--- src/logic/core_cfg_pkg.sv ---
package core_cfg_pkg;

  // machine word and register index widths
  localparam int xlen         = 64;
  localparam int reg_id_width = 5;

  // first fetch address out of reset
  localparam logic [xlen-1:0] reset_pc = 64'h0000_0000_8000_0000;

  // data-memory request, one per cycle, answered in the same cycle
  typedef struct packed {
    logic            wen;
    logic            ren;
    logic [xlen-1:0] addr;
    // already shifted onto the addressed byte lanes
    logic [xlen-1:0] wdata;
    // one bit per byte lane
    logic [7:0]      wmask;
  } dmem_req_t;

  // retire record, valid once per executed instruction
  typedef struct packed {
    logic                    valid;
    logic [xlen-1:0]         pc;
    logic [reg_id_width-1:0] rd;
    logic                    wen;
    logic [xlen-1:0]         wdata;
  } commit_t;

endpackage

--- src/logic/reg_file.sv ---
`timescale 1ns/100ps

module reg_file import core_cfg_pkg::*; (
  input  logic                    clk,
  input  logic [reg_id_width-1:0] rs1,
  input  logic [reg_id_width-1:0] rs2,
  output logic [xlen-1:0]         rdata_1,
  output logic [xlen-1:0]         rdata_2,
  input  logic [reg_id_width-1:0] rd,
  input  logic                    wen,
  input  logic [xlen-1:0]         wdata
);

  // x1..x31, x0 has no storage
  logic [xlen-1:0] regs [1:31];

  // write at the edge that ends the cycle
  always_ff @(posedge clk) begin
    if (wen && rd != '0) begin
      regs[rd] <= wdata;
    end
  end

  // combinational reads, x0 reads zero
  always_comb begin
    rdata_1 = '0;
    rdata_2 = '0;
    if (rs1 != '0) begin
      rdata_1 = regs[rs1];
    end
    if (rs2 != '0) begin
      rdata_2 = regs[rs2];
    end
  end

endmodule

--- config.mk ---
export PLATFORM = sky130hd
export DESIGN_NAME = reg_file
export DESIGN_NICKNAME = d
export VERILOG_FILES = /design/src/logic/core_cfg_pkg.sv /design/src/logic/reg_file.sv
export SDC_FILE = /design/constraint.sdc
export NUM_CORES = 2
export LEC_CHECK = 0
export BUFFER_PORTS_ARGS = -buffer_cell sky130_fd_sc_hd__buf_4
export CAP_MARGIN = 10
export CELL_PAD_IN_SITES_DETAIL_PLACEMENT = 1
export CELL_PAD_IN_SITES_GLOBAL_PLACEMENT = 1
export CORE_UTILIZATION = 35
export CTS_BUF_LIST = sky130_fd_sc_hd__clkbuf_16
export DETAILED_ROUTE_END_ITERATION = 7
export PLACE_DENSITY_LB_ADDON = 0.1
export SYNTH_ARGS = -nofsm -noshare
export SYNTH_HDL_FRONTEND = slang
export SYNTH_SLANG_ARGS = --single-unit
--- constraint.sdc ---
create_clock -name clk -period 5.6 [get_ports clk]
set_input_delay 0.84 -clock clk [delete_from_list [all_inputs] [get_ports clk]]
set_output_delay 0.84 -clock clk [all_outputs]
set_load 0.02 [all_outputs]
==> results.json <==
{
  "cts_buffer_depth": 3,
  "use_met1_pct": 35.7,
  "synth-simple-area-share_pct": 2.08,
  "switchingPower_mw": 8.35,
  "holdWs_ps": 347,
  "outcome": "complete, no violations",
  "place.gp.congestion": 0.767,
  "p_comb_share_pct": 9.9,
  "grtUsageTotal_pct": 25.8,
  "fin_util_pct": 40.5,
  "top_register": "regs",
  "wirelength_microns": 349000,
  "largest_reg_flops": 1984,
  "p_int_mw": 25.5,
  "grt_pass1_wl_microns": 481000,
  "busiest_layer": "met2",
  "syn_inst": 5540,
  "grt_pass1_vias": 59915,
  "synth_nets": 5621,
  "postCtsHoldBufs": 0,
  "cp.required_ps": 4760,
  "grt_setup_unrepaired": "false",
  "cts_made_buffers": 222,
  "drt-pass1-iter-count": 8,
  "synth-seq-cells": 1984,
  "cts_tree": "yes",
  "layout.cells.most_common": "edfxtp_1",
  "tns_ps": 0,
  "num_rows": 188,
  "num_io_pins": 209,
  "die_h_microns": 517,
  "cts_resized": 0,
  "syn2layout_area_growth_pct": 14.7,
  "p_leak_nw": 36.5,
  "use_met3_pct": 3.28,
  "die_w_microns": 517,
  "design_area_sq_mm": 0.106,
  "ir_worst_vdd_mv": 0.343,
  "layout_common_cells": "1984 x edfxtp_1, 1081 x mux2i_1, 440 x mux4_2",
  "route.vias.total": 57312,
  "fp.dieArea_sq_mm": 0.267,
  "ys_seq_area_share_pct": 64.2,
  "cts_sinks": 1984,
  "cts_root_buffer": "clkbuf_16",
  "hpwl_microns": 193000,
  "power_density_mw_per_mm2": 318,
  "fin_crit_sh_pct": 83.8,
  "start_util_pct": 35.3,
  "hold_viol": 0,
  "drv_cap": 0,
  "setup_viol": 0,
  "fin_nets": 5800,
  "syn_area_sq_mm": 0.0928,
  "path_clk_slew_ps": 60,
  "grt_overflow": 0,
  "holdCritPathClass": "in2reg",
  "critPathCaptureType": "primary output",
  "slew_violations": 0,
  "critPathKind": "in2out",
  "syn_avg_cell_area_sq_um": 16.8,
  "fillers": 25728,
  "antenna_found_initial": 13,
  "cts_max_level": 4,
  "switching_share_pct": 24.7,
  "relSlewSlack_pct": 20.8,
  "gr-usage-met2_pct": 42.9,
  "core_area_sq_mm": 0.263,
  "synthAdderAreaFrac_pct": 0,
  "dpl_cell_area_sq_mm": 0.0996,
  "synth_top_family_by_area": "multiplexers",
  "drive_above_1_share_pct": 20.5,
  "route.detailed.drc": 0,
  "worst_pin_slew_ps": 1190,
  "synth_mux_area_share_pct": 22.7,
  "top_regs": "regs (1984)",
  "grt_max_degree": 103,
  "seqPwrFrac_pct": 49.0,
  "routed_via_density": 6.08,
  "synth_compound_area_share_pct": 8.58,
  "yosys_warnings": 0,
  "power_mw": 33.9,
  "port_buffers": 208,
  "startpoint_type": "primary input",
  "pwr-share-clk_pct": 41.1,
  "worst_ep_arrival_time_ps": 3850,
  "path_max_fanout": 22,
  "antenna_left": 0,
  "drt_iter0_drc": 5022,
  "synth.distinct_cells": 37,
  "synth_xor_xnor_area_share_pct": 0,
  "fmax_mhz": 213,
  "cts_setup_buffers": 0,
  "layout_min_cycle_time_ps": 4690,
  "avgRoutedWirePerCell_microns": 37.1
}
-- final cells by class --
class                      instances  area (sq um)  share of cell area, %
antenna                            5          12.5                 0.0118
clock buffer                     228          5710                   5.36
clock inverter                   181          1120                   1.05
inverter                           1          5.00                0.00470
multi-input combinational       3098         31300                   29.4
sequential                      1984         59600                   56.0
tap                             3515          4400                   4.13
timing repair buffer             412          4340                   4.07
-- Yosys cell counts (all sizes together) --
cell / n / area, sq um
mux2: 28 / 315
nand3: 2 / 10.0
nor3: 38 / 190
nand2: 225 / 845
buf: 247 / 1530
inv: 1 / 3.75
nor2b: 38 / 238
mux2i: 1081 / 10800
a21boi: 1 / 7.51
edfxtp: 1984 / 59600
o41ai: 1 / 27.5
a22o: 109 / 955
a211o: 31 / 272
nand3b: 5 / 37.5
mux4: 440 / 9910
a31oi: 64 / 400
a21o: 33 / 248
or3b: 3 / 26.3
a32o: 63 / 631
a21oi: 164 / 821
o221ai: 36 / 315
clkbuf: 210 / 790
o21ai: 64 / 320
a221oi: 28 / 245
a211oi: 128 / 961
or3: 3 / 18.8
and2: 5 / 31.3
a22oi: 368 / 2760
nor2: 137 / 517
nand2b: 2 / 12.5
nor3b: 1 / 7.51
-- stage by stage --
step / setup slack, ps / std cells
CTS: 960 / 9419
global placement: 971 / 9010
finish: 907 / 9424
floorplan: 952 / 5540
global route: 972 / 9422
detailed placement: 937 / 9010
-- critical path: stages --
cell      delay (ps)
buf_4            170
clkinv_2         290
buf_4            650
o41ai_4          200
buf_4            370
a21oi_1          230
a211oi_1          80
a31oi_1          650
buf_4            270
-- metal layers --
layer	vias to the layer above	part of all wire, %
met4	2	2.5
met1	31787	45
li1	23415	-
met5	-	0.0020
met3	412	4.7
met2	1696	48
-- kinds of logic (layout without fill, tap and decap cells) --
| kind of cell | count (synthesis) | count (layout) |
|---|---|---|
| buf+inv | 458 | 822 |
| other cells | 0 | 5 |
| compound gates | 1090 | 1090 |
| simple gates | 459 | 459 |
| flops | 1984 | 1984 |
| mux | 1549 | 1549 |
-- path summary, 6_finish.rpt --
path,start,endpoint,cells after the start
setup / recovery,rs1[4],rdata_1[8],9
hold / removal,wdata[2],regs[17][2]$_DFFE_PP_,1
-- power by group through the flow --
stage / combinational (mW) / clock, mW / sequential [mW]
CTS: 3.39 / 14.2 / 16.6
finish: 3.37 / 13.9 / 16.6
global placement: 3.36 / 0 / 16.9
floorplan: 1.87 / 0 / 16.9
detailed placement: 3.38 / 0 / 16.9
global route: 3.52 / 14.7 / 16.6
No activity file was read; power rests on OpenSTA's default activity.
