==> src/logic/core_cfg_pkg.sv <==
package core_cfg_pkg;

  // machine word and register index widths
  localparam int xlen         = 64;
  localparam int reg_id_width = 5;

  // first fetch address out of reset
  localparam logic [xlen-1:0] reset_pc = 64'h0000_0000_8000_0000;

  // data-memory request, one per cycle, answered in the same cycle
  typedef struct packed {
    logic            wen;
    logic            ren;
    logic [xlen-1:0] addr;
    // already shifted onto the addressed byte lanes
    logic [xlen-1:0] wdata;
    // one bit per byte lane
    logic [7:0]      wmask;
  } dmem_req_t;

  // retire record, valid once per executed instruction
  typedef struct packed {
    logic                    valid;
    logic [xlen-1:0]         pc;
    logic [reg_id_width-1:0] rd;
    logic                    wen;
    logic [xlen-1:0]         wdata;
  } commit_t;

endpackage

==> src/logic/rv_isa_pkg.sv <==
package rv_isa_pkg;

  // major opcodes, inst[6:0]
  typedef enum logic [6:0] {
    op_lui    = 7'b0110111,
    op_auipc  = 7'b0010111,
    op_jal    = 7'b1101111,
    op_jalr   = 7'b1100111,
    op_branch = 7'b1100011,
    op_load   = 7'b0000011,
    op_store  = 7'b0100011,
    op_imm    = 7'b0010011,
    op_reg    = 7'b0110011,
    op_system = 7'b1110011
  } opcode_e;

  typedef enum logic [2:0] {
    alu_add,
    alu_sub,
    alu_and,
    alu_or,
    alu_xor,
    alu_slt
  } alu_op_e;

  typedef enum logic [1:0] {
    st_run,
    st_halted,
    st_trapped
  } core_state_e;

  // encoded like funct3[1:0] of loads and stores
  typedef enum logic [1:0] {
    sz_byte  = 2'b00,
    sz_word  = 2'b10,
    sz_dword = 2'b11
  } mem_size_e;

  // the only system encoding accepted
  localparam logic [31:0] ebreak_inst = 32'h0010_0073;

  typedef struct packed {
    logic [core_cfg_pkg::reg_id_width-1:0] rd;
    logic [core_cfg_pkg::reg_id_width-1:0] rs1;
    logic [core_cfg_pkg::reg_id_width-1:0] rs2;
    // sign-extended for every format
    logic [core_cfg_pkg::xlen-1:0]         imm;
    alu_op_e                               alu_op;
    // operand b is imm, operand a is pc
    logic                                  use_imm;
    logic                                  use_pc;
    logic                                  reg_wen;
    logic                                  is_load;
    logic                                  is_store;
    mem_size_e                             mem_size;
    logic                                  is_jal;
    logic                                  is_jalr;
    logic                                  is_branch;
    // bne rather than beq
    logic                                  branch_ne;
    logic                                  is_ebreak;
    logic                                  illegal;
  } decoded_t;

endpackage

==> src/logic/alu.sv <==
`timescale 1ns/100ps

module alu import core_cfg_pkg::*, rv_isa_pkg::*; (
  input  logic [xlen-1:0] operand_a,
  input  logic [xlen-1:0] operand_b,
  input  alu_op_e         op,
  output logic [xlen-1:0] result
);

  // signed compare result, 0 or 1
  logic less_signed;

  assign less_signed = $signed(operand_a) < $signed(operand_b);

  always_comb begin
    case (op)
      alu_add: result = operand_a + operand_b;
      alu_sub: result = operand_a - operand_b;
      alu_and: result = operand_a & operand_b;
      alu_or:  result = operand_a | operand_b;
      alu_xor: result = operand_a ^ operand_b;
      alu_slt: result = {{(xlen-1){1'b0}}, less_signed};
      // unused encodings fall back to add
      default: result = operand_a + operand_b;
    endcase
  end

endmodule

==> config.mk <==
export PLATFORM = sky130hd
export DESIGN_NAME = alu
export DESIGN_NICKNAME = d
export VERILOG_FILES = /design/src/logic/core_cfg_pkg.sv /design/src/logic/rv_isa_pkg.sv /design/src/logic/alu.sv
export SDC_FILE = /design/constraint.sdc
export NUM_CORES = 1
export LEC_CHECK = 0
export ABC_CLOCK_PERIOD_IN_PS = 10800
export BUFFER_PORTS_ARGS = -buffer_cell sky130_fd_sc_hd__clkbuf_2
export CAP_MARGIN = 30
export CORE_MARGIN = 5
export CORE_UTILIZATION = 50
export DETAILED_ROUTE_END_ITERATION = 10
export GPL_ROUTABILITY_DRIVEN = 0
export PLACE_DENSITY = 0.72
export SLEW_MARGIN = 0
export SYNTH_ARGS = -nofsm -noshare
export SYNTH_HDL_FRONTEND = slang
export SYNTH_SLANG_ARGS = --single-unit
==> constraint.sdc <==
create_clock -name vclk -period 10.8
set_input_delay 1.62 -clock vclk [all_inputs]
set_output_delay 1.62 -clock vclk [all_outputs]
set_load 0.01 [all_outputs]
==> Flow_metrics.wiki <==
{| class="wikitable"
! Metric !! Value
|-
| Status || finished, final reports clean
|-
| Logic gate share of total power || 100.0%
|-
| Max-cap violations || 0
|-
| Largest net degree at the start of global routing || 78
|-
| List of cells traversed by the critical path || clkbuf_2, inv_1, ha_1, o21ai_0, a2111oi_0, o21ai_0, a21oi_1, a21oi_1, nor4_1, o31ai_1, o21ai_1, nand4_1, nand4_1, nor3b_1, clkbuf_2
|-
| Sequential Area || 0 sq um
|-
| Total cell area at the placement stage || 12810 sq um
|-
| Number of primary I/O pins || 195
|-
| Post-synthesis net count || 2234
|-
| Vias after detailed routing || 15350
|-
| DRC errors left || 0
|-
| Wire length per cell || 19.98 um
|-
| Synthesized netlist cell count || 1909
|-
| Fin area || 12840 sq um
|-
| Total number of nets in the final design || 2320
|-
| Total setup violations reported at the end of the flow || 0
|-
| Area enclosed by the die boundary || 26770 sq um
|-
| Mapped Avg Cell Area || 6.179 sq um
|-
| Setup crit end kind || output pin
|-
| Chip height || 163.6 um
|-
| Average vias per placed instance || 6.635
|-
| Number of buffer and inverter instances along the worst setup path || 3
|-
| Number of clock buffers in the layout || 0
|-
| WHS || 3.847 ns
|-
| Std cell rows || 56
|-
| Path class of the lowest-slack min-delay path || input pin to output pin
|-
| Relative contribution of the clock network to total power || 0%
|-
| Clock period minus final worst setup slack || 7.492 ns
|-
| Maximum cell stage delay along the critical path || 0.56 ns
|-
| Post-synthesis instance area || 11800 sq um
|-
| Initial cell density of the core || 50.56%
|-
| Worst Path Arrival || 5.87 ns
|-
| Setup Total Neg Slack || 0 ns
|-
| Number of max-slew violations in the final report || 0
|-
| Count of input and output buffers || 195
|-
| Final number of hold-violating endpoints || 0
|-
| Global router's overall resource usage || 32.12%
|-
| Post-cts resize count || 0
|-
| Number of stages on the worst hold path || 5
|-
| VDD IR max || 0.03607 mV
|-
| Sum of routed wire length over all layers || 46220 um
|-
| Core Box Area || 23330 sq um
|-
| Switch share || 64.61%
|-
| Util after Layout || 55.01%
|-
| First-iteration detailed-routing DRC count || 2013
|-
| Type of the worst setup path || input pin to output pin
|-
| Kind of cell adding the most delay to the critical path || compound AO/OA/AOI/OAI gates
|-
| Length of the first detailed-routing pass in iterations || 8
|-
| Highest-delay cell along the critical path || nor4_1
|-
| Unique cell type count in the Yosys netlist || 86
|-
| Total congestion overflow || 0
|-
| Growth of design area from synthesis to finish || 8.814%
|-
| HPWL after detailed placement || 35300 um
|-
| Switching power summed over all nets || 0.5204 mW
|-
| Number of buffers inserted to repair setup after CTS || 0
|-
| Number of nets with antenna violations after routing || 0
|-
| Antenna violations before repair || 1
|-
| Power density over the cells || 62.75 nW/um^2
|-
| Fill cells || 2376
|-
| Static leakage power || 6.035 nW
|-
| Synth warn || 0
|-
| Portion of the clock cycle consumed by the worst path in the final layout || 69.37%
|-
| Sequential element share of the synthesized area || 0%
|-
| Critical path peak fanout || 13
|-
| WP data required || 9.18 ns
|-
| Hold bufs inserted after CTS || 0
|-
| Origin of the worst min-delay path || operand_b[4]
|-
| Pin slew with the least headroom to its limit || 0.8906 ns
|-
| Maximum clock frequency || 133.5 MHz
|-
| Worst Hold Path EP || result[4]
|-
| Die width || 163.6 um
|-
| Fraction of final layout cells with drive strength greater than 1 || 12.54%
|-
| Internal power consumption || 0.2850 mW
|-
| Setup repair after global routing missed its margin || false
|-
| Register share of total power || 0%
|-
| Crit start category || input pin
|-
| Wire length of the first global-routing pass || 71750 um
|-
| Final sequential cell count || 0
|-
| Vias in the first global route || 13990
|-
| Slew Limit Headroom || 40.49%
|}
[stage by stage]
step           std cells  power, mW  setup WS, ns
2_1_floorplan       1909     0.5415         4.680
3_5_place_dp        2311     0.7751         3.521
6_report            2313     0.8054         3.308
4_1_cts             2311     0.7793         3.498
5_1_grt             2313     0.8670         3.069
3_3_place_gp        2310     0.7625         3.629
[placed cells by master (no fill, tap or decap), drive strengths merged, types with 17 or more instances in the layout]
cell,Yosys,final
nand4,27,27
nand2,153,153
o22ai,46,46
o21a,18,18
nor4,27,27
nor2,180,180
a31oi,18,18
clkbuf,98,194
o21bai,39,39
o31ai,21,21
a21oi,249,249
o211ai,26,26
xnor2,34,34
a21o,19,19
a22oi,33,33
nor2b,21,21
buf,29,17
inv,213,212
o21ai,164,164
nor3,36,36
a211oi,27,27
ha,192,192
nand3,27,27
[power groups by stage]
stage          Combinational, mW  Sequential, mW    Clock [mW]
6_report                   0.805               0  0.0000000124
2_1_floorplan              0.541               0             0
3_5_place_dp               0.775               0             0
4_1_cts                    0.779               0             0
5_1_grt                    0.867               0  0.0000000124
3_3_place_gp               0.763               0             0
[worst max-delay path by stage]
stage	cells past startpoint	start	end	slack, ns
after floorplan	15	operand_a[0]	result[60]	4.68
after global placement	15	operand_a[7]	result[56]	3.63
after detailed placement	15	operand_a[7]	result[56]	3.52
after CTS	15	operand_a[7]	result[56]	3.50
after global routing	15	operand_a[7]	result[56]	3.07
final	15	operand_a[7]	result[56]	3.31
[final cells by class]
cell class	instances	area, sq um	area share (%)
timing repair buffer	211	1126	8.773
multi-input combinational	1566	10500	81.78
antenna	1	2.502	0.01950
tap	319	399.1	3.109
inverter	216	810.8	6.316
[cell families after synthesis]
group	Yosys count	synth area share [%]
xor gates and xnor gates	39	2.896
adders and majority gates	194	20.70
buffers and inverters	343	11.09
and+or+nand+nor	534	21.35
AOI/OAI and AO/OA	794	43.53
muxes	5	0.4243
[cells in the mapped netlist, types with 7 or more instances]
library cell / instances / area, sq um
nand4_1: 27 / 168.9
nand2_1: 153 / 574.3
or2_2: 9 / 56.30
clkbuf_1: 98 / 367.9
a22oi_1: 33 / 247.7
xnor2_1: 34 / 297.8
nand2b_1: 15 / 93.84
buf_2: 14 / 70.07
o21bai_1: 39 / 292.8
buf_1: 14 / 52.55
nor4_1: 24 / 150.1
a221oi_1: 15 / 131.4
o31ai_1: 21 / 157.7
a211oi_1: 25 / 187.7
nor2b_1: 21 / 131.4
ha_1: 192 / 2402
o22ai_1: 45 / 281.5
a21o_1: 19 / 142.6
o211ai_1: 25 / 187.7
a21oi_1: 249 / 1246
nor2_1: 180 / 675.7
nand3_1: 26 / 130.1
and3_1: 7 / 43.79
a21boi_0: 8 / 60.06
nor3_1: 35 / 175.2
a221o_1: 12 / 120.1
inv_1: 212 / 795.8
a31oi_1: 18 / 112.6
o21ai_0: 159 / 795.8
o221ai_1: 16 / 140.1
o21a_1: 17 / 127.6
and2_1: 8 / 50.05
o2111ai_1: 8 / 70.07
[per-layer routing]
metal | vias to the layer above | share of wire [%] | GRT usage, %
met5 | - | 0 | 0
met4 | 0 | 5.9 | 16.09
li1 | 7086 | - | -
met2 | 1085 | 44 | 52.09
met1 | 6962 | 39 | 41.35
met3 | 213 | 12 | 4.820
[worst min-delay path: stages]
cell and delay (ns):
clkbuf_2 0.09, ha_1 0.19, o211ai_1 0.11, o221ai_1 0.08, clkbuf_2 0.14
Note: power is estimated with default switching activity, not from simulation.
