==> src/logic/core_cfg_pkg.sv <==
package core_cfg_pkg;

  // machine word and register index widths
  localparam int xlen         = 64;
  localparam int reg_id_width = 5;

  // first fetch address out of reset
  localparam logic [xlen-1:0] reset_pc = 64'h0000_0000_8000_0000;

  // data-memory request, one per cycle, answered in the same cycle
  typedef struct packed {
    logic            wen;
    logic            ren;
    logic [xlen-1:0] addr;
    // already shifted onto the addressed byte lanes
    logic [xlen-1:0] wdata;
    // one bit per byte lane
    logic [7:0]      wmask;
  } dmem_req_t;

  // retire record, valid once per executed instruction
  typedef struct packed {
    logic                    valid;
    logic [xlen-1:0]         pc;
    logic [reg_id_width-1:0] rd;
    logic                    wen;
    logic [xlen-1:0]         wdata;
  } commit_t;

endpackage

==> src/logic/rv_isa_pkg.sv <==
package rv_isa_pkg;

  // major opcodes, inst[6:0]
  typedef enum logic [6:0] {
    op_lui    = 7'b0110111,
    op_auipc  = 7'b0010111,
    op_jal    = 7'b1101111,
    op_jalr   = 7'b1100111,
    op_branch = 7'b1100011,
    op_load   = 7'b0000011,
    op_store  = 7'b0100011,
    op_imm    = 7'b0010011,
    op_reg    = 7'b0110011,
    op_system = 7'b1110011
  } opcode_e;

  typedef enum logic [2:0] {
    alu_add,
    alu_sub,
    alu_and,
    alu_or,
    alu_xor,
    alu_slt
  } alu_op_e;

  typedef enum logic [1:0] {
    st_run,
    st_halted,
    st_trapped
  } core_state_e;

  // encoded like funct3[1:0] of loads and stores
  typedef enum logic [1:0] {
    sz_byte  = 2'b00,
    sz_word  = 2'b10,
    sz_dword = 2'b11
  } mem_size_e;

  // the only system encoding accepted
  localparam logic [31:0] ebreak_inst = 32'h0010_0073;

  typedef struct packed {
    logic [core_cfg_pkg::reg_id_width-1:0] rd;
    logic [core_cfg_pkg::reg_id_width-1:0] rs1;
    logic [core_cfg_pkg::reg_id_width-1:0] rs2;
    // sign-extended for every format
    logic [core_cfg_pkg::xlen-1:0]         imm;
    alu_op_e                               alu_op;
    // operand b is imm, operand a is pc
    logic                                  use_imm;
    logic                                  use_pc;
    logic                                  reg_wen;
    logic                                  is_load;
    logic                                  is_store;
    mem_size_e                             mem_size;
    logic                                  is_jal;
    logic                                  is_jalr;
    logic                                  is_branch;
    // bne rather than beq
    logic                                  branch_ne;
    logic                                  is_ebreak;
    logic                                  illegal;
  } decoded_t;

endpackage

==> src/logic/pc_unit.sv <==
`timescale 1ns/100ps

module pc_unit import core_cfg_pkg::*, rv_isa_pkg::*; (
  input  logic            clk,
  input  logic            rst_n,
  input  decoded_t        dec,
  input  logic [xlen-1:0] rdata_1,
  input  logic [xlen-1:0] rdata_2,
  input  logic [xlen-1:0] alu_result,
  output logic [xlen-1:0] pc,
  output logic            running,
  output core_state_e     state
);

  logic [xlen-1:0] pc_plus4;
  logic [xlen-1:0] rel_target;
  logic [xlen-1:0] next_pc;
  logic            taken;
  // low through reset, so nothing retires while rst_n is held
  logic            started;

  assign pc_plus4   = pc + 64'd4;
  // shared by branches and jal
  assign rel_target = pc + dec.imm;
  // beq takes on equal, bne on not equal
  assign taken      = dec.is_branch && ((rdata_1 == rdata_2) ^ dec.branch_ne);
  assign running    = started && (state == st_run);

  always_comb begin
    if (dec.is_jalr) begin
      next_pc = {alu_result[xlen-1:1], 1'b0};
    end else if (dec.is_jal || taken) begin
      next_pc = rel_target;
    end else begin
      next_pc = pc_plus4;
    end
  end

  always_ff @(posedge clk) begin
    if (!rst_n) begin
      pc      <= reset_pc;
      state   <= st_run;
      started <= 1'b0;
    end else begin
      started <= 1'b1;
      // pc freezes on the stopping instruction itself
      if (running) begin
        if (dec.illegal) begin
          state <= st_trapped;
        end else if (dec.is_ebreak) begin
          state <= st_halted;
        end else begin
          pc <= next_pc;
        end
      end
    end
  end

endmodule

==> config.mk <==
export PLATFORM = sky130hd
export DESIGN_NAME = pc_unit
export DESIGN_NICKNAME = d
export VERILOG_FILES = /design/src/logic/core_cfg_pkg.sv /design/src/logic/rv_isa_pkg.sv /design/src/logic/pc_unit.sv
export SDC_FILE = /design/constraint.sdc
export NUM_CORES = 1
export LEC_CHECK = 0
export ABC_AREA = 1
export BUFFER_PORTS_ARGS = -buffer_cell sky130_fd_sc_hd__buf_4
export CORE_MARGIN = 2
export CORE_UTILIZATION = 35
export CTS_BUF_LIST = sky130_fd_sc_hd__clkbuf_4 sky130_fd_sc_hd__clkbuf_8
export DETAILED_ROUTE_END_ITERATION = 8
export GPL_TIMING_DRIVEN = 0
export MAX_ROUTING_LAYER = met4
export PLACE_DENSITY = 0.68
export SKIP_LAST_GASP = 1
export SLEW_MARGIN = 20
export SYNTH_ARGS = -nofsm -noshare
export SYNTH_HDL_FRONTEND = slang
export SYNTH_SLANG_ARGS = --single-unit
==> constraint.sdc <==
create_clock -name clk -period 2.75 [get_ports clk]
set_clock_uncertainty 0.15 [all_clocks]
set_input_delay 0.1375 -clock clk [delete_from_list [all_inputs] [get_ports clk]]
set_output_delay 0.1375 -clock clk [all_outputs]
set_load 0.01 [all_outputs]
==> impl_metrics.tcl <==
set metrics [dict create \
    critical_path.reg2reg.startpoint "pc[32]" \
    die_area_um2 36100 \
    wire_per_inst_um 18.4 \
    setup_violations 0 \
    final_design_area_no_fill_um2 16400 \
    first_global_vias 15300 \
    hpwl_mm 50.9 \
    vdd_drop_max_mv 0.231 \
    synth_top_cells_by_area "nand2_1 (29%), inv_1 (12%), dfxtp_1 (11%), nor2_1 (11%), nand3_1 (7.6%)" \
    clk_pin_slew_worst_paths_ns 0.09 \
    synth-async-reset-ratio 0 \
    worst_setup_path_startpoint "pc[32]" \
    synth_flop_cell "dfxtp_1" \
    timing.critical_path.fanout_max 6 \
    worst-endpoint-required_ns 2.82 \
    cap_violations 0 \
    fmax_mhz 364 \
    synth_common_cells "nand2_1 (924), inv_1 (385), nor2_1 (345)" \
    rsz0062_at_grt "yes" \
    cp-start-kind "flip-flop" \
    layout-drive-gt1-share 0.194 \
    switching_power_w 0.00170 \
    total_leakage_power_nw 8.73 \
    synth_sequential_area_ratio 0.111 \
    diodes 0 \
    bufs_on_longest_clock_path 2 \
    min_path_type "input pin to flip-flop" \
    synth_top_cell_by_area "nand2_1" \
    globalRouteTotalUtil 0.331 \
    tritoncts_num_sinks 67 \
    antenna_found_initial 0 \
    critical_path.reg2reg.endpoint "pc[62]" \
    gate_count_of_the_mapped_netlist 2428 \
    layout_nets 3157 \
    syn-num-nets 2782 \
    top_level_ports 356 \
    grt_start_max_net_pins 13 \
    clock_power_share 0.243 \
    cts.root.buffer_cell "clkbuf_8" \
    int_power_w 0.00232 \
    postLayoutSetupSlackWorst_ns 0.00117 \
    worst-r2r-cell-count 17 \
    synth_enable_flop_cells 0 \
    cts_tree "yes" \
    ant_nets 0 \
    grt_pass1_wl_mm 88.2 \
    timing_max_transition_violations_final 0 \
    worst-setup-path-type "flip-flop to flip-flop" \
    cts_inserted_buffers 9 \
    combinationalPowerShare 0.474 \
    hp-start "alu_result[2]" \
    ff2ff_setup_slack_ns 0.001 \
    ys_warn_count 0 \
    preCtsSetupSlack_ns -0.540 \
    run_status "finished clean" \
    cts_h_tree_depth 3 \
    core_region_area_um2 34300 \
    mappedNetlistArea_um2 12100 \
    worst_slew_pin_slew_ns 0.846 \
    hold_viol 0 \
    syn_area_per_cell_um2 4.99 \
    final.min_clock_period_ns 2.75 \
    drc 0 \
    synth.ff_latch_count 67 \
    critPathCapture "pc[62]" \
    power-per-cell-area_nw_per_um2 245 \
    viasPerCell 5.09 \
    drt_first_pass_iters 5 \
    grt_overflow 0 \
    die_h_um 190 \
    areaGrowthSynthToFinish_pct 35.1 \
    seq_power_share 0.283 \
    end_kind "flip-flop" \
    floorplan.initialDensity 0.353 \
    power.share.switching 0.423 \
    numPortBuffers 329 \
    finalSetupTns_ns 0 \
    most_frequent_cell_after_synthesis "nand2_1" \
    detail_route.wirelength_mm 60.0 \
    vias 16600 \
    slew_headroom 0.436 \
    synth_largest_type_area_fraction 0.287 \
    post_synth_num_cell_types 33 \
    initialDrtViolationCount 1639 \
    place.gp.congestion 1.05 \
    cp.arrival_ns 2.82 \
    die_w_um 190 \
    post-route-period-util 1.00 \
    insertion_delay_of_the_later_clocked_pin_in_the_worst_skew_pair_ns 0.36 \
    dpl-instance-area_um2 15100 \
    placement_rows 68 \
]
-- registers in the layout, indices dropped and copies added (netlist names) --
register,flops
pc,64
state,2
started,1
-- timing repair --
| item | 4_1_cts | 5_1_grt |
|---|---|---|
| hold endpoints to repair | 25 | 0 |
| hold buffers | 26 | 0 |
| resized for setup | 64 | 129 |
| buffers inserted | 0 | 9 |
| endpoints found under the setup margin | 39 | 56 |
| pin swaps | 0 | 9 |
-- critical path, cell delays in order (launching register included) --
cell and delay, ns:
dfxtp_2 0.49, ha_1 0.33, nand2_1 0.19, inv_1 0.06, nand2_1 0.06, nand2_1 0.07, nand2_1 0.07, nand2_1 0.06
nand2_1 0.12, nand2_1 0.09, a21oi_1 0.29, nand2_1 0.09, nand2_1 0.06, nand2_1 0.11, nand2_1 0.11, nand3_1 0.08
nand2_1 0.09, a21oi_1 0.05
-- per-layer routing --
layer	track usage	share of wire	wire (um)
met4	0.110	0.037	2230
met1	0.443	0.44	26700
met5	-	0	0
met3	0.0315	0.076	4560
met2	0.522	0.44	26500
-- cell usage in the layout (no fill, tap or decap), types with 14 or more instances in the layout --
cell type and instances:
nand3_2 16, ha_1 36, inv_1 384, nor2_1 321, a21oi_1 132, ha_2 15
buf_4 344, o21ai_0 36, nand2_2 14, dfxtp_1 16, xor2_1 77, dlygate4sd3_1 26
nor3_1 36, xnor2_1 34, nand2_1 909, nor2_2 22, nand4_1 27, clkbuf_1 32
dfxtp_2 39, nand3_1 168
-- through the flow --
stage	hold WS, ns	total power [W]	cells	util
2_1_floorplan	0.0152	0.00206	2428	-
3_3_place_gp	0.146	0.00289	3212	0.442
3_5_place_dp	0.149	0.00290	3212	0.442
4_1_cts	0.0168	0.00390	3254	0.461
5_1_grt	0.0408	0.00422	3263	0.477
6_report	0.0163	0.00401	3263	0.477
-- power by group through the flow --
stage	logic [W]	registers (W)	clock network, W
finish	0.00190	0.00114	0.000976
global route	0.00208	0.00113	0.00101
CTS	0.00181	0.00113	0.000961
detailed placement	0.00175	0.00115	0
global placement	0.00173	0.00115	0
floorplan	0.000950	0.00111	0
-- final cells by class --
cell class                 instances  area [um2]
buffer                            48         223
tap                              455         569
multi-input combinational       1923        9650
sequential                        67        1440
inverter                         390        1460
timing repair buffer             364        2800
clock buffer                      10         131
fill                            3757       17900
clock inverter                     6        88.8
-- how the worst min path moves through the flow --
stage / cells past startpoint / endpoint
6_report: 5 / pc[2]
5_1_grt: 5 / pc[47]
4_1_cts: 5 / pc[2]
3_5_place_dp: 1 / started
3_3_place_gp: 1 / started
2_1_floorplan: 0 / started
-- cells by family (layout without fill, tap and decap cells) --
| group | count (synthesis) | after routing | synth area share |
|---|---|---|---|
| AND/OR/NAND/NOR | 1544 | 1544 | 0.514 |
| buffers and inverters | 438 | 818 | 0.139 |
| AO/OA/AOI/OAI | 200 | 200 | 0.0855 |
| XOR/XNOR | 114 | 114 | 0.0825 |
| flip-flops | 67 | 67 | 0.111 |
| adder cells (fa/ha/maj) | 65 | 65 | 0.0678 |
(Power assumes the default switching activity.)
