[src/logic/core_cfg_pkg.sv]
package core_cfg_pkg;

  // machine word and register index widths
  localparam int xlen         = 64;
  localparam int reg_id_width = 5;

  // first fetch address out of reset
  localparam logic [xlen-1:0] reset_pc = 64'h0000_0000_8000_0000;

  // data-memory request, one per cycle, answered in the same cycle
  typedef struct packed {
    logic            wen;
    logic            ren;
    logic [xlen-1:0] addr;
    // already shifted onto the addressed byte lanes
    logic [xlen-1:0] wdata;
    // one bit per byte lane
    logic [7:0]      wmask;
  } dmem_req_t;

  // retire record, valid once per executed instruction
  typedef struct packed {
    logic                    valid;
    logic [xlen-1:0]         pc;
    logic [reg_id_width-1:0] rd;
    logic                    wen;
    logic [xlen-1:0]         wdata;
  } commit_t;

endpackage

[src/logic/rv_isa_pkg.sv]
package rv_isa_pkg;

  // major opcodes, inst[6:0]
  typedef enum logic [6:0] {
    op_lui    = 7'b0110111,
    op_auipc  = 7'b0010111,
    op_jal    = 7'b1101111,
    op_jalr   = 7'b1100111,
    op_branch = 7'b1100011,
    op_load   = 7'b0000011,
    op_store  = 7'b0100011,
    op_imm    = 7'b0010011,
    op_reg    = 7'b0110011,
    op_system = 7'b1110011
  } opcode_e;

  typedef enum logic [2:0] {
    alu_add,
    alu_sub,
    alu_and,
    alu_or,
    alu_xor,
    alu_slt
  } alu_op_e;

  typedef enum logic [1:0] {
    st_run,
    st_halted,
    st_trapped
  } core_state_e;

  // encoded like funct3[1:0] of loads and stores
  typedef enum logic [1:0] {
    sz_byte  = 2'b00,
    sz_word  = 2'b10,
    sz_dword = 2'b11
  } mem_size_e;

  // the only system encoding accepted
  localparam logic [31:0] ebreak_inst = 32'h0010_0073;

  typedef struct packed {
    logic [core_cfg_pkg::reg_id_width-1:0] rd;
    logic [core_cfg_pkg::reg_id_width-1:0] rs1;
    logic [core_cfg_pkg::reg_id_width-1:0] rs2;
    // sign-extended for every format
    logic [core_cfg_pkg::xlen-1:0]         imm;
    alu_op_e                               alu_op;
    // operand b is imm, operand a is pc
    logic                                  use_imm;
    logic                                  use_pc;
    logic                                  reg_wen;
    logic                                  is_load;
    logic                                  is_store;
    mem_size_e                             mem_size;
    logic                                  is_jal;
    logic                                  is_jalr;
    logic                                  is_branch;
    // bne rather than beq
    logic                                  branch_ne;
    logic                                  is_ebreak;
    logic                                  illegal;
  } decoded_t;

endpackage

[src/logic/lsu.sv]
`timescale 1ns/100ps

module lsu import core_cfg_pkg::*, rv_isa_pkg::*; (
  input  decoded_t        dec,
  input  logic            running,
  input  logic [xlen-1:0] addr,
  input  logic [xlen-1:0] store_data,
  output dmem_req_t       dmem_req,
  input  logic [xlen-1:0] dmem_rdata,
  output logic [xlen-1:0] load_data
);

  // byte lane of the access inside the 64-bit word
  logic [2:0]      lane;
  logic [5:0]      shamt;
  logic [7:0]      size_mask;
  logic [xlen-1:0] lane_data;

  assign lane  = addr[2:0];
  assign shamt = {lane, 3'b000};

  // lanes covered by one access, before placement
  always_comb begin
    case (dec.mem_size)
      sz_byte: size_mask = 8'h01;
      sz_word: size_mask = 8'h0f;
      default: size_mask = 8'hff;
    endcase
  end

  always_comb begin
    dmem_req.wen   = running && dec.is_store;
    dmem_req.ren   = running && dec.is_load;
    dmem_req.addr  = addr;
    // aligned access, so the shift never spills out of the word
    dmem_req.wdata = store_data << shamt;
    dmem_req.wmask = '0;
    if (dmem_req.wen) begin
      dmem_req.wmask = size_mask << lane;
    end
  end

  // addressed lanes moved down to bit 0
  assign lane_data = dmem_rdata >> shamt;

  // sign extension per size
  always_comb begin
    case (dec.mem_size)
      sz_byte: load_data = {{(xlen-8){lane_data[7]}}, lane_data[7:0]};
      sz_word: load_data = {{(xlen-32){lane_data[31]}}, lane_data[31:0]};
      default: load_data = lane_data;
    endcase
  end

endmodule

[config.mk]
export PLATFORM = sky130hd
export DESIGN_NAME = lsu
export DESIGN_NICKNAME = d
export VERILOG_FILES = /design/src/logic/core_cfg_pkg.sv /design/src/logic/rv_isa_pkg.sv /design/src/logic/lsu.sv
export SDC_FILE = /design/constraint.sdc
export NUM_CORES = 1
export LEC_CHECK = 0
export ABC_AREA = 1
export BUFFER_PORTS_ARGS = -buffer_cell sky130_fd_sc_hd__clkbuf_2
export CORE_AREA = 2 2 188 190
export DETAILED_ROUTE_END_ITERATION = 8
export DIE_AREA = 0 0 190 192
export SYNTH_ARGS = -nofsm -noshare
export SYNTH_HDL_FRONTEND = slang
export SYNTH_SLANG_ARGS = --single-unit
[constraint.sdc]
create_clock -name vclk -period 2.02
set_clock_uncertainty 0.2 [all_clocks]
set_input_delay 0.404 -clock vclk [all_inputs]
set_output_delay 0.404 -clock vclk [all_outputs]
set_load 0.02 [all_outputs]
==> impl_metrics.prom <==
# TYPE chip_impl_metric gauge
chip_impl_metric{name="grt.overflow.total",unit=""} 0
chip_impl_metric{name="fp.dieH",unit="um"} 192
chip_impl_metric{name="detail_route.iter0.violations",unit=""} 507
chip_impl_metric{name="hold_viol_final",unit=""} 0
chip_impl_metric{name="netlist-cell-type-count",unit=""} 29
chip_impl_info{name="timing.critical_path.slowest_stage_cell",value="o211ai_1"} 1
chip_impl_metric{name="filler_cells_inserted",unit=""} 3724
chip_impl_metric{name="route.detailed.vias_per_inst",unit=""} 4.74
chip_impl_info{name="holdCritPathClass",value="in -> out"} 1
chip_impl_metric{name="avgSynthCellArea",unit="um2"} 4.81
chip_impl_metric{name="fraction_of_power_spent_switching_nets",unit=""} 0.553
chip_impl_metric{name="slew-limit-headroom",unit=""} 0.756
chip_impl_metric{name="timing.final.max_slew_violations",unit=""} 0
chip_impl_metric{name="power.share.combinational",unit=""} 1.000
chip_impl_info{name="crit_path_start_kind",value="primary input"} 1
chip_impl_metric{name="maximum_fanout_count_along_the_critical_path",unit=""} 17
chip_impl_metric{name="static_leakage_power",unit="nW"} 4.98
chip_impl_metric{name="numSequentialCells",unit=""} 0
chip_impl_metric{name="placeableCoreArea",unit="um2"} 34300
chip_impl_metric{name="row_count",unit=""} 68
chip_impl_metric{name="dr_total_vias",unit=""} 8125
chip_impl_metric{name="finish.utilization",unit=""} 0.287
chip_impl_metric{name="dieWidth",unit="um"} 190
chip_impl_metric{name="detail_route.first_pass.iterations",unit=""} 5
chip_impl_metric{name="setup_violations",unit=""} 129
chip_impl_info{name="failing_checks",value="negative setup slack"} 1
chip_impl_metric{name="syn_inst",unit=""} 964
chip_impl_metric{name="dr_wl_met2",unit="um"} 16100
chip_impl_metric{name="grt_pass1_vias",unit=""} 7714
chip_impl_info{name="route.top_layer_used",value="met5"} 1
chip_impl_metric{name="floorplan.die_area",unit="um2"} 36500
chip_impl_info{name="critPathCaptureType",value="output pin"} 1
chip_impl_metric{name="grt_usage",unit=""} 0.164
chip_impl_metric{name="fin_total_pwr",unit="mW"} 3.01
chip_impl_metric{name="fmax",unit="GHz"} 0.433
chip_impl_metric{name="max-vdd-ir-drop",unit="V"} 0.000133
chip_impl_metric{name="layout_nets",unit=""} 1547
chip_impl_metric{name="wl_met1",unit="um"} 13400
chip_impl_info{name="holdPathEnd",value="dmem_req[106]"} 1
chip_impl_metric{name="worst_slack",unit="ns"} -0.292
chip_impl_metric{name="min_path_cells",unit=""} 0
chip_impl_metric{name="final.hold.worst_slack",unit="ns"} 0.608
chip_impl_metric{name="ant_nets",unit=""} 0
chip_impl_metric{name="critical_path_s_largest_stage_delay",unit="ns"} 0.22
chip_impl_metric{name="met3_length",unit="um"} 3200
chip_impl_info{name="setup_repair_after_global_routing_missed_its_margin",value="yes"} 1
chip_impl_metric{name="synthesis.nets",unit=""} 1252
chip_impl_metric{name="synth_largest_type_area_fraction",unit=""} 0.323
chip_impl_metric{name="p_switching",unit="mW"} 1.66
chip_impl_info{name="synthTopCellsByArea",value="nand2_1 32%, nand3_1 14%, buf_4 12%, o21ai_0 7.1%, o21ai_1 5.6%"} 1
chip_impl_info{name="criticalPathCategory",value="in -> out"} 1
chip_impl_metric{name="boundaryPins",unit=""} 490
chip_impl_metric{name="route.final.wire_length",unit="um"} 33700
chip_impl_metric{name="dp_hpwl",unit="um"} 23100
chip_impl_metric{name="worstPathRequired",unit="ns"} 1.42
chip_impl_metric{name="timing_worst_slew_pin_value",unit="ns"} 0.365
chip_impl_metric{name="globalplace.congestion",unit=""} 0.890
chip_impl_metric{name="wire_length_of_the_first_global_routing_pass",unit="um"} 46400
chip_impl_metric{name="post-route-drc-count",unit=""} 0
chip_impl_info{name="worst_hold_startpoint",value="addr[34]"} 1
chip_impl_metric{name="routed_wire_length_per_instance",unit="um"} 19.7
chip_impl_info{name="post_synth_most_frequent_cells",value="399 x nand2_1, 134 x nand3_1, 75 x buf_4"} 1
chip_impl_metric{name="clkPwrFrac",unit=""} 0
chip_impl_metric{name="cp.arrival",unit="ns"} 1.71
chip_impl_info{name="yosys.cell_count.top_type",value="nand2_1"} 1
chip_impl_metric{name="pwr-share-seq",unit=""} 0
chip_impl_metric{name="starting_density_of_the_core",unit=""} 0.135
chip_impl_metric{name="synthesis.yosys.warnings",unit=""} 0
chip_impl_metric{name="power_density",unit="nW/um2"} 306
chip_impl_metric{name="layout.clock_buffers",unit=""} 0
chip_impl_metric{name="synth-seq-area-share",unit=""} 0
chip_impl_info{name="outcome",value="finished with violations"} 1
chip_impl_metric{name="maxCapViolations",unit=""} 0
chip_impl_metric{name="placement.io_buffers",unit=""} 277
chip_impl_info{name="crit_path_cell_trace",value="buf_16, clkinv_16, buf_12, buf_4, nand2_1, nand2_1, buf_4, o211ai_1, nand3_2, buf_6"} 1
chip_impl_info{name="synth_largest_area_cell",value="nand2_1"} 1
chip_impl_metric{name="drive_above_1_share",unit=""} 0.556
chip_impl_metric{name="synth.cell_area",unit="um2"} 4630
chip_impl_metric{name="internal_pwr_total",unit="mW"} 1.35
chip_impl_metric{name="area_growth_syn_to_layout",unit="%"} 112
chip_impl_metric{name="grt_antenna_before_repair",unit=""} 2
chip_impl_metric{name="sequential_cell_area",unit="um2"} 0
chip_impl_metric{name="timing.final.crit_period",unit="ns"} 2.31
chip_impl_metric{name="period_share",unit=""} 1.14
chip_impl_metric{name="grt_max_degree",unit=""} 42
## stage by stage
step | setup TNS (ns) | cell area [um2] | instances | worst slack (ns)
final | -24.24 | 9840 | 1713 | -0.292
after global routing | -31.22 | 9830 | 1712 | -0.371
after floorplan | -0.446 | 4740 | 964 | -0.0453
after global placement | -41.43 | 6870 | 1670 | -0.476
after CTS | -24.13 | 8620 | 1695 | -0.292
after detailed placement | -42.14 | 6870 | 1670 | -0.459
## timing repair
| action | 4_1_cts | 5_1_grt |
|---|---|---|
| resized for setup | 363 | 330 |
| endpoints found under the hold margin | 0 | 0 |
| hold buffers | 0 | 0 |
| endpoints found under the setup margin | 136 | 134 |
| cloned | 13 | 6 |
| buffers inserted | 13 | 13 |
| pin swaps | 30 | 51 |
## how the worst max path moves through the flow
stage,from,end,slack [ns]
global placement,addr[0],load_data[50],-0.48
finish,addr[0],load_data[40],-0.29
floorplan,addr[0],load_data[12],-0.05
CTS,addr[0],dmem_req[56],-0.29
detailed placement,addr[0],load_data[51],-0.46
global route,addr[0],load_data[40],-0.37
## cell type report
cell class / instances / area [um2] / area share
multi-input cells: 782 / 4870 / 0.495
repair buffers: 438 / 4190 / 0.426
well taps: 455 / 569 / 0.0579
inverters: 36 / 190 / 0.0193
repair inverters: 1 / 11.3 / 0.00114
diodes: 1 / 2.50 / 0.000254
## worst max-delay path: cells and delay by family
kind / cells / cell delay (ns)
buffers and inverters: 6 / 0.84
AND/OR/NAND/NOR: 3 / 0.23
AO/OA/AOI/OAI: 1 / 0.22
## kinds of logic after synthesis
family,after synthesis,share of synthesized area
AOI/OAI and AO/OA,156,0.181
buffers and inverters,182,0.238
muxes,2,0.00432
and+or+nand+nor,624,0.577
## power groups by stage
stage,Combinational (mW),Sequential [mW],Clock (mW)
2_1_floorplan,1.34,0,0
3_3_place_gp,2.04,0,0
3_5_place_dp,2.05,0,0
4_1_cts,2.61,0,0
5_1_grt,3.19,0,0
6_report,3.01,0,0.0000000662
## placed cells by master (no fill, tap or decap), types with 12 or more instances in the layout
master	synthesis	final
buf_12	0	23
buf_4	75	125
nand2_1	399	333
nor2_1	47	31
clkbuf_2	0	143
nand3_2	13	39
nand3_1	134	89
o21ai_2	0	56
buf_8	1	41
inv_1	33	29
nand2_4	0	25
clkbuf_8	0	16
buf_6	11	51
o211ai_1	15	15
o21ai_0	66	12
nand2_2	1	36
o21ai_1	52	39
or2_2	18	13
nand3_4	1	20
buf_16	0	12
## routing by layer
layer	vias to the layer above	global-route usage
met5	-	0
met4	4	0.0352
met3	109	0.0285
met2	522	0.285
met1	3813	0.211
li1	3677	-
Power figures use the tool's default switching activity.
