<file path="config.mk">
export PLATFORM = sky130hd
export DESIGN_NAME = inst_decoder
export DESIGN_NICKNAME = d
export VERILOG_FILES = /design/src/logic/core_cfg_pkg.sv /design/src/logic/rv_isa_pkg.sv /design/src/logic/inst_decoder.sv
export SDC_FILE = /design/constraint.sdc
export NUM_CORES = 1
export LEC_CHECK = 0
export ABC_AREA = 0
export BUFFER_PORTS_ARGS = -buffer_cell sky130_fd_sc_hd__buf_4
export CORE_MARGIN = 8
export CORE_UTILIZATION = 39
export DETAILED_ROUTE_END_ITERATION = 6
export PLACE_DENSITY = 0.95
export SYNTH_ARGS = -nofsm -noshare
export SYNTH_HDL_FRONTEND = slang
export SYNTH_SLANG_ARGS = --single-unit
</file>
<file path="constraint.sdc">
create_clock -name vclk -period 5.8
set_clock_uncertainty 0.2 [all_clocks]
set_input_delay 0.29 -clock vclk [all_inputs]
set_output_delay 0.29 -clock vclk [all_outputs]
set_load 0.005 [all_outputs]
</file>
<file path="src/logic/core_cfg_pkg.sv">
package core_cfg_pkg;

  // machine word and register index widths
  localparam int xlen         = 64;
  localparam int reg_id_width = 5;

  // first fetch address out of reset
  localparam logic [xlen-1:0] reset_pc = 64'h0000_0000_8000_0000;

  // data-memory request, one per cycle, answered in the same cycle
  typedef struct packed {
    logic            wen;
    logic            ren;
    logic [xlen-1:0] addr;
    // already shifted onto the addressed byte lanes
    logic [xlen-1:0] wdata;
    // one bit per byte lane
    logic [7:0]      wmask;
  } dmem_req_t;

  // retire record, valid once per executed instruction
  typedef struct packed {
    logic                    valid;
    logic [xlen-1:0]         pc;
    logic [reg_id_width-1:0] rd;
    logic                    wen;
    logic [xlen-1:0]         wdata;
  } commit_t;

endpackage

</file>
<file path="src/logic/rv_isa_pkg.sv">
package rv_isa_pkg;

  // major opcodes, inst[6:0]
  typedef enum logic [6:0] {
    op_lui    = 7'b0110111,
    op_auipc  = 7'b0010111,
    op_jal    = 7'b1101111,
    op_jalr   = 7'b1100111,
    op_branch = 7'b1100011,
    op_load   = 7'b0000011,
    op_store  = 7'b0100011,
    op_imm    = 7'b0010011,
    op_reg    = 7'b0110011,
    op_system = 7'b1110011
  } opcode_e;

  typedef enum logic [2:0] {
    alu_add,
    alu_sub,
    alu_and,
    alu_or,
    alu_xor,
    alu_slt
  } alu_op_e;

  typedef enum logic [1:0] {
    st_run,
    st_halted,
    st_trapped
  } core_state_e;

  // encoded like funct3[1:0] of loads and stores
  typedef enum logic [1:0] {
    sz_byte  = 2'b00,
    sz_word  = 2'b10,
    sz_dword = 2'b11
  } mem_size_e;

  // the only system encoding accepted
  localparam logic [31:0] ebreak_inst = 32'h0010_0073;

  typedef struct packed {
    logic [core_cfg_pkg::reg_id_width-1:0] rd;
    logic [core_cfg_pkg::reg_id_width-1:0] rs1;
    logic [core_cfg_pkg::reg_id_width-1:0] rs2;
    // sign-extended for every format
    logic [core_cfg_pkg::xlen-1:0]         imm;
    alu_op_e                               alu_op;
    // operand b is imm, operand a is pc
    logic                                  use_imm;
    logic                                  use_pc;
    logic                                  reg_wen;
    logic                                  is_load;
    logic                                  is_store;
    mem_size_e                             mem_size;
    logic                                  is_jal;
    logic                                  is_jalr;
    logic                                  is_branch;
    // bne rather than beq
    logic                                  branch_ne;
    logic                                  is_ebreak;
    logic                                  illegal;
  } decoded_t;

endpackage

</file>
<file path="src/logic/inst_decoder.sv">
`timescale 1ns/100ps

module inst_decoder import core_cfg_pkg::*, rv_isa_pkg::*; (
  input  logic [31:0] inst,
  output decoded_t    dec
);

  opcode_e         opcode;
  logic [2:0]      funct3;
  logic [6:0]      funct7;
  logic [xlen-1:0] imm_i;
  logic [xlen-1:0] imm_s;
  logic [xlen-1:0] imm_b;
  logic [xlen-1:0] imm_u;
  logic [xlen-1:0] imm_j;

  assign opcode = opcode_e'(inst[6:0]);
  assign funct3 = inst[14:12];
  assign funct7 = inst[31:25];

  // immediates per format, all sign-extended from inst[31]
  assign imm_i = {{(xlen-12){inst[31]}}, inst[31:20]};
  assign imm_s = {{(xlen-12){inst[31]}}, inst[31:25], inst[11:7]};
  assign imm_b = {{(xlen-12){inst[31]}}, inst[7], inst[30:25], inst[11:8], 1'b0};
  assign imm_u = {{(xlen-32){inst[31]}}, inst[31:12], 12'b0};
  assign imm_j = {{(xlen-20){inst[31]}}, inst[19:12], inst[20], inst[30:21], 1'b0};

  always_comb begin
    dec          = '0;
    dec.rd       = inst[11:7];
    dec.rs1      = inst[19:15];
    dec.rs2      = inst[24:20];
    dec.alu_op   = alu_add;
    dec.mem_size = sz_dword;
    case (opcode)
      op_lui: begin
        // rs1 field is immediate here, force x0 so alu gives imm
        dec.rs1     = '0;
        dec.imm     = imm_u;
        dec.use_imm = 1'b1;
        dec.reg_wen = 1'b1;
      end
      op_auipc: begin
        dec.imm     = imm_u;
        dec.use_imm = 1'b1;
        dec.use_pc  = 1'b1;
        dec.reg_wen = 1'b1;
      end
      op_jal: begin
        dec.imm     = imm_j;
        dec.is_jal  = 1'b1;
        dec.reg_wen = 1'b1;
      end
      op_jalr: begin
        // alu forms rs1+imm, pc unit clears bit 0
        dec.imm     = imm_i;
        dec.use_imm = 1'b1;
        dec.is_jalr = 1'b1;
        dec.reg_wen = 1'b1;
        dec.illegal = (funct3 != 3'b000);
      end
      op_branch: begin
        dec.imm       = imm_b;
        dec.is_branch = 1'b1;
        dec.branch_ne = funct3[0];
        // beq and bne only
        dec.illegal   = (funct3[2:1] != 2'b00);
      end
      op_load: begin
        dec.imm      = imm_i;
        dec.use_imm  = 1'b1;
        dec.is_load  = 1'b1;
        dec.reg_wen  = 1'b1;
        dec.mem_size = mem_size_e'(funct3[1:0]);
        // lb, lw, ld
        dec.illegal  = !(funct3 inside {3'b000, 3'b010, 3'b011});
      end
      op_store: begin
        dec.imm      = imm_s;
        dec.use_imm  = 1'b1;
        dec.is_store = 1'b1;
        dec.mem_size = mem_size_e'(funct3[1:0]);
        dec.illegal  = !(funct3 inside {3'b000, 3'b010, 3'b011});
      end
      op_imm: begin
        // addi only
        dec.imm     = imm_i;
        dec.use_imm = 1'b1;
        dec.reg_wen = 1'b1;
        dec.illegal = (funct3 != 3'b000);
      end
      op_reg: begin
        dec.reg_wen = 1'b1;
        case ({funct7, funct3})
          {7'b0000000, 3'b000}: dec.alu_op = alu_add;
          {7'b0100000, 3'b000}: dec.alu_op = alu_sub;
          {7'b0000000, 3'b111}: dec.alu_op = alu_and;
          {7'b0000000, 3'b110}: dec.alu_op = alu_or;
          {7'b0000000, 3'b100}: dec.alu_op = alu_xor;
          {7'b0000000, 3'b010}: dec.alu_op = alu_slt;
          default:              dec.illegal = 1'b1;
        endcase
      end
      op_system: begin
        // ebreak is the only system instruction kept
        dec.is_ebreak = (inst == ebreak_inst);
        dec.illegal   = (inst != ebreak_inst);
      end
      default: dec.illegal = 1'b1;
    endcase
    // unknown encodings must not change architectural state
    if (dec.illegal) begin
      dec.reg_wen  = 1'b0;
      dec.is_store = 1'b0;
      dec.is_load  = 1'b0;
    end
  end

endmodule

</file>
==> results of run 1 <==
==> final timing paths <==
check                 cells past startpoint  slack (ps)      end  startpoint
worst max-delay path                      6        2840  dec[75]     inst[3]
worst min-delay path                      2         570  dec[92]     inst[9]
==> logic make-up after synthesis <==
family | count (synthesis)
AOI/OAI and AO/OA | 42
xor gates and xnor gates | 1
and+or+nand+nor | 72
buffers and inverters | 55
==> stage by stage <==
stage               hold slack [ps]  setup WS [ps]  power (uW)  cell area [sq um]  util, %
finish                          571           2840        79.8               1780     60.3
global route                    576           2580        87.0               1780     60.3
CTS                             570           2820        80.4               1780     60.3
detailed placement              570           2820        80.2               1780     60.3
global placement                568           2940        79.0               1780     60.3
floorplan                       413           3220        40.5               1170        -
==> cell usage after synthesis, types with 2 or more instances <==
library cell and number:
buf_4 44, a21o_1 19, and2_1 14, nand2_1 9
nor2_1 8, nor4_1 7, a21oi_1 6, nor3_1 6
a22o_1 4, buf_2 4, nor3b_1 4, o21a_1 4
and3_1 3, nor2b_1 3, or3_1 3, buf_6 2
clkbuf_1 2, inv_1 2, nand3b_1 2, nor3_2 2
o21ai_0 2
==> layer usage <==
layer	vias up	wire length [um]	GRT usage [%]
li1	713	-	-
met1	649	1830	18.2
met2	94	2150	29.8
met3	2	624	8.62
met4	0	21	0.924
met5	-	0	0
==> cells in the final DEF, fill, tap and decap left out, types with 3 or more instances in the layout <==
cell type | synthesis | final
and2_1 | 14 | 14
nor2b_1 | 3 | 3
a22o_1 | 4 | 4
a21o_1 | 19 | 19
nor2_1 | 8 | 8
buf_4 | 44 | 127
nor3_1 | 6 | 6
nor4_1 | 7 | 7
or3_1 | 3 | 3
nand2_1 | 9 | 9
and3_1 | 3 | 3
a21oi_1 | 6 | 6
o21a_1 | 4 | 4
nor3b_1 | 4 | 4
==> cell type report <==
type | count | area [sq um]
inverter | 2 | 7.51
fill | 279 | 1170
multi-input combinational | 115 | 777
timing repair buffer | 127 | 953
tap | 33 | 41.3
==> where the power goes <==
part,total (uW),switching [uW],internal [uW]
registers,0,0,0
clock network,0,0,0
logic,79.8,37.0,42.8
total,79.8,37.0,42.8
==> critical path, stage by stage <==
cell and delay, ps:
buf_4 110, nand3b_1 370, o22a_1 310, nor2_1 340, o21a_1 800, buf_4 250
==> results.md, run 1 <==
- Main combinational cell family by area after synthesis: simple AND/OR/NAND/NOR gates
- Grt ovf: 0
- Period utilization: approximately half
- Mux contribution to synthesized area: 0%
- First-pass GRT wire length: 7.22 mm
- Required @ worst endpoint: 5310 ps
- Post CTS Setup Buffer Count: 0
- Largest area contributor in the netlist: buf_4
- Net count after synthesis: 202
- Seq/Total Area, Yosys: 0%
- Initial antenna violation count: 0
- Period minus WS final: 2960 ps
- Post-synthesis xor/xnor area fraction: 0.749%
- Hold buffer count at cts: 0
- Synth Area in Simple Gates: ~40%
- Crit-path max FO: 33
- Layout net count: between 200 and 300
- Share of layout cells above drive strength 1: 55.3%
- Total Routed Length: between 4 and 5 mm
- Vias per inst: 5.26
- Initial DRT Pass Iterations: 4
- # diodes: 0
- Largest net degree at the start of global routing: 34
- Adder-cell area share of the yosys netlist: 0%
- Compound-Gate Fraction of Synth Area: 26.1%
- I/O Buffers: between 100 and 150
- Final ANT Viol Nets: 0
- Vias post-DR: 1458
- Leak: approximately 0.0011 uW
- Hpwl dp: about 4 mm
- Die width: 70.7 um
- Number of sequential cells: 0
- TNS Setup: 0 ps
- RSZ-0062 raised after global routing: no
- GR Util All Layers: between 15 and 20%
- Synth Warn #: 0
- Initial DRC count: 99
- WL per Instance: roughly 17 um
- # resized after CTS: 0
- Hold Vio Cnt, Final: 0
- Die ar.: 5000 sq um
- Area share of the largest cell type after synthesis: 28.3%
- Max-slew violation count: 0
- Ports: 127
- Startpoint types: primary input
- Peak supply drop: 0.0223 mV
- Status: finished clean
- Syn Inst Count: 170
- Clkbuf count: 0
- Site row count: 20
- Max_cap viols: 0
- Max frequency: 0.338 GHz
- Post-Place Cells: 277
- Distinct cells, synth: 41
- Avg Cell Area, Syn: ~6.9 sq um
- Vias in the first global route: approximately 1600
- Height of the die: roughly 71 um
- CP endpoint kind: output pin
- Placer Congestion: 0.860
- PwrDens: approximately 45 nW/um^2
- Arr. time, crit path: approximately 2500 ps
- Area growth from synthesis to layout: 52.2%
- Worst-Margin Slew: 941 ps
- DRC: 0
- Critical path type: in -> out
- Largest cells by area after synthesis: buf_4, a21o_1, and2_1
- Final Non-Filler Cells: 277
- Final setup viols: 0
- Seq. cell area: 0 sq um
- CORE AREA: about 3000 sq um
- Synthesized cell area: 1170 sq um
- Slew margin rel.: 37.3%
- Initial Utilization: 39.6%
- Hold Path Class: in -> out
(Power assumes the default switching activity.)
==> run 2: changes to the inputs <==
--- a/config.mk
+++ b/config.mk
@@ -8,7 +8,7 @@
 export ABC_AREA = 0
 export BUFFER_PORTS_ARGS = -buffer_cell sky130_fd_sc_hd__buf_4
 export CORE_MARGIN = 8
-export CORE_UTILIZATION = 39
+export CORE_UTILIZATION = 37
 export DETAILED_ROUTE_END_ITERATION = 6
 export PLACE_DENSITY = 0.95
 export SYNTH_ARGS = -nofsm -noshare
==> constraint.sdc (replaced) <==
create_clock -name vclk -period 2.76
set_clock_uncertainty 0.2 [all_clocks]
set_input_delay 0.138 -clock vclk [all_inputs]
set_output_delay 0.138 -clock vclk [all_outputs]
set_load 0.005 [all_outputs]
==> results.md, run 2 (same netlist as run 1, synthesis figures left out) <==
- Number of sequential cells: 0
- TNS Setup: 0 ps
- Status: finished clean
- Worst-Margin Slew: about 600 ps
- Post CTS Setup Buffer Count: 0
- Final ANT Viol Nets: 0
- Hold Path Class: in -> out
- Ports: roughly 130
- Die ar.: 5210 sq um
- Initial DRC count: between 70 and 80
- First-pass GRT wire length: 7.22 mm
- PnR worst setup slack: 622 ps
- Leak: 0.00109 uW
- Hold Vio Cnt, Final: 0
- Net Sw Frac: 46.5%
- Max-slew violation count: 0
- Period utilization: 77.5%
- Fin area: 1820 sq um
- Sequential Power Share: 0%
- PwrDens: slightly above 90 nW/um^2
- Hold buffer count at cts: 0
- Most common cell after layout, fill and taps aside: buf_4
- I/O Buffers: 127
- Share of layout cells above drive strength 1: 55.9%
- Vias post-DR: roughly 1500
- Area growth from synthesis to layout: 55.4%
- Critical path type: in -> out
- Clk pwr share: 0%
- # resized after CTS: 0
- DRC: 0
- CP endpoint kind: output pin
- Largest net degree at the start of global routing: 34
- Initial antenna violation count: 0
- Hpwl dp: 4.10 mm
- WL per Instance: approximately 16 um
- Startpoint types: primary input
- Initial Utilization: 38.6%
- Hold_ws: 267 ps
- Grt ovf: 0
- CORE AREA: between 3000 and 4000 sq um
- Vias per inst: around 5.0
- Most frequent cells in the layout: buf_4, a21o_1, and2_1
- Pre-CTS WS: about 620 ps
- Final setup viols: 0
- Combinational Power Share: 100.0%
- Total Routed Length: 4.77 mm
- Peak supply drop: 0.0429 mV
- Die width: 72.2 um
- Height of the die: 72.2 um
- Required @ worst endpoint: 2420 ps
- # diodes: 0
- Max frequency: 0.468 GHz
- Vias in the first global route: between 1500 and 2000
- Area after DPL: roughly 1800 sq um
- Arr. time, crit path: 1800 ps
- Layout net count: around 280
- RSZ-0062 raised after global routing: no
- GR Util All Layers: between 10% and 20%
- Placer Congestion: 0.908
- Site row count: 20
- Seq. cell area: 0 sq um
- Clkbuf count: 0
- Net Sw Power: around 80 uW
- Slew margin rel.: between 60% and 70%
- Max_cap viols: 0
- Crit-path max FO: 3
- Period minus WS final: roughly 2100 ps
- Hold depth: 2
- Internal Power: 90.6 uW
- Initial DRT Pass Iterations: 4
run 2: layer usage:
metal	part of all wire, %	track usage, %	vias to the layer above
met5	0	0	-
met4	0	0	0
met1	38	16.6	643
met2	46	29.3	104
met3	16	9.50	0
li1	-	-	718
run 2: power by group through the flow:
| stage | Sequential, uW | Combinational, uW | Clock [uW] |
|---|---|---|---|
| 2_1_floorplan | 0 | 85.1 | 0 |
| 3_3_place_gp | 0 | 169 | 0 |
| 3_5_place_dp | 0 | 171 | 0 |
| 4_1_cts | 0 | 171 | 0 |
| 5_1_grt | 0 | 184 | 0 |
| 6_report | 0 | 169 | 0 |
run 2: critical path, cell delays in order:
cell	delay, ps
buf_4	130
nor4_4	290
nand2_2	120
nor3_2	200
and3b_1	210
or4_1	550
buf_4	160
run 2: worst paths after layout:
| check | slack, ps | endpoint | start |
|---|---|---|---|
| worst max-delay path | 620 | dec[0] | inst[27] |
| worst min-delay path | 270 | dec[94] | inst[11] |
run 2: cell type report:
class,instances,area [sq um]
Fill cell,267,1210
Timing Repair Buffer,130,976
Tap cell,44,55.1
Inverter,2,7.51
Multi-Input combinational cell,115,777
run 2: stage by stage:
| stage | power [uW] | utilization (%) | std cells |
|---|---|---|---|
| finish | 169 | 60.0 | 291 |
| global route | 184 | 60.0 | 291 |
| CTS | 171 | 60.0 | 291 |
| detailed placement | 171 | 60.0 | 291 |
| global placement | 169 | 60.0 | 291 |
| floorplan | 85.1 | - | 170 |
==> run 3: changes to the inputs <==
==> constraint.sdc (replaced) <==
create_clock -name vclk -period 2.1
set_clock_uncertainty 0.2 [all_clocks]
set_input_delay 0.105 -clock vclk [all_inputs]
set_output_delay 0.105 -clock vclk [all_outputs]
set_load 0.005 [all_outputs]
==> results.md, run 3 (same netlist as run 1, synthesis figures left out) <==
- Status: finished clean
- Initial DRC count: slightly below 80
- Area after DPL: approximately 1900 sq um
- Slew margin rel.: 67.8%
- Placer Congestion: 0.946
- Critical path type: in -> out
- Period utilization: 97.4%
- WL met2: 2.30 mm
- Clkbuf count: 0
- Hold Crit Start: inst[11]
- Startpoint types: primary input
- Vias post-DR: ~1500
- Layout net count: 289
- Period minus WS final: between 2000 and 2500 ps
- PwrDens: 123 nW/um^2
- Hpwl dp: 4.27 mm
- Total Routed Length: between 4 and 5 mm
- Hold Path Class: in -> out
- Required @ worst endpoint: 1790 ps
- Fillers: between 200 and 300
- Fin area: 1900 sq um
- Die ar.: 5210 sq um
- Hold Vio Cnt, Final: 0
- Height of the die: 72.2 um
- Peak supply drop: ~0.064 mV
- Initial Utilization: 38.6%
- First-pass GRT wire length: 7.96 mm
- Max-slew violation count: 0
- Area of the multi-input gates: ~790 sq um
- Area growth from synthesis to layout: 62.8%
- Final setup viols: 0
- Seq. cell area: 0 sq um
- Tot Pwr: 234 uW
- RSZ-0062 raised after global routing: yes
- Initial antenna violation count: 0
- GR Util All Layers: between 10% and 20%
- Pre-CTS WS: 38.7 ps
- Initial DRT Pass Iterations: 4
- TNS Setup: 0 ps
- Most common cell after layout, fill and taps aside: buf_4
- Arr. time, crit path: 1740 ps
- Met3 Wirelength: between 700 and 800 um
- WL per Instance: 16.6 um
- # diodes: 0
- Post CTS Setup Buffer Count: 0
- Number of sequential cells: 0
- DRC: 0
- PnR worst setup slack: approximately 54 ps
- Site row count: 20
- CORE AREA: 3030 sq um
- Hold buffer count at cts: 0
- Ports: 127
- Most frequent cells in the layout: buf_4, a21o_1, and2_1
- Highest metal used: met4
- Worst-Margin Slew: 479 ps
- Die width: between 70 and 80 um
- Leak: 0.00114 uW
- Fin util: 62.9%
- Crit path from: inst[27]
- Worst setup endpoint: dec[0]
- Vias per inst: between 5 and 6
- Metal1 wirelength: 1.91 mm
- # resized after CTS: 0
- Crit-path max FO: 3
- I/O Buffers: approximately 130
- Max frequency: 0.489 GHz
- Share of layout cells above drive strength 1: 58.8%
- Grt ovf: 0
- Max_cap viols: 0
- Vias in the first global route: between 1500 and 2000
- Largest net degree at the start of global routing: 34
- CP endpoint kind: output pin
- Final ANT Viol Nets: 0
==> run 3: cell types whose count changed in the layout (fill, tap and decap cells not counted), sizes merged <==
cell  before  now
buf      130  138
==> run 3: final cells by class <==
class | instances | area share (%)
inverters | 2 | 0.394
multi-input cells | 115 | 41.6
well taps | 44 | 2.89
repair buffers | 138 | 55.1
==> run 3: worst max-delay path, stage by stage <==
cell and delay, ps:
buf_4 130, nor4_4 310, nand2_2 100, nor3_2 180, and3b_1 220, or4_1 540, buf_4 160
==> run 3: metal layers <==
metal  GRT usage, %  up-vias
met2           31.0      103
met4           1.59        0
met1           19.8      676
li1               -      736
met3           8.95        5
met5              0        -
==> run 3: worst min-delay path by stage <==
stage,end,cells after the start
after floorplan,dec[15],1
after global placement,dec[93],2
after detailed placement,dec[92],2
after CTS,dec[92],2
after global routing,dec[92],2
final,dec[94],2
==> run 3: where the power goes <==
| group | internal, uW | switching (uW) | total, uW |
|---|---|---|---|
| sequential | 0 | 0 | 0 |
| clock | 0 | 0 | 0 |
| combinational | 126 | 108 | 234 |
| total | 126 | 108 | 234 |
==> run 3: per-stage QoR <==
step / std cells / hold slack, ps
5_1_grt: 299 / 216
2_1_floorplan: 170 / 43.2
4_1_cts: 299 / 201
6_report: 299 / 209
3_5_place_dp: 299 / 201
3_3_place_gp: 299 / 198
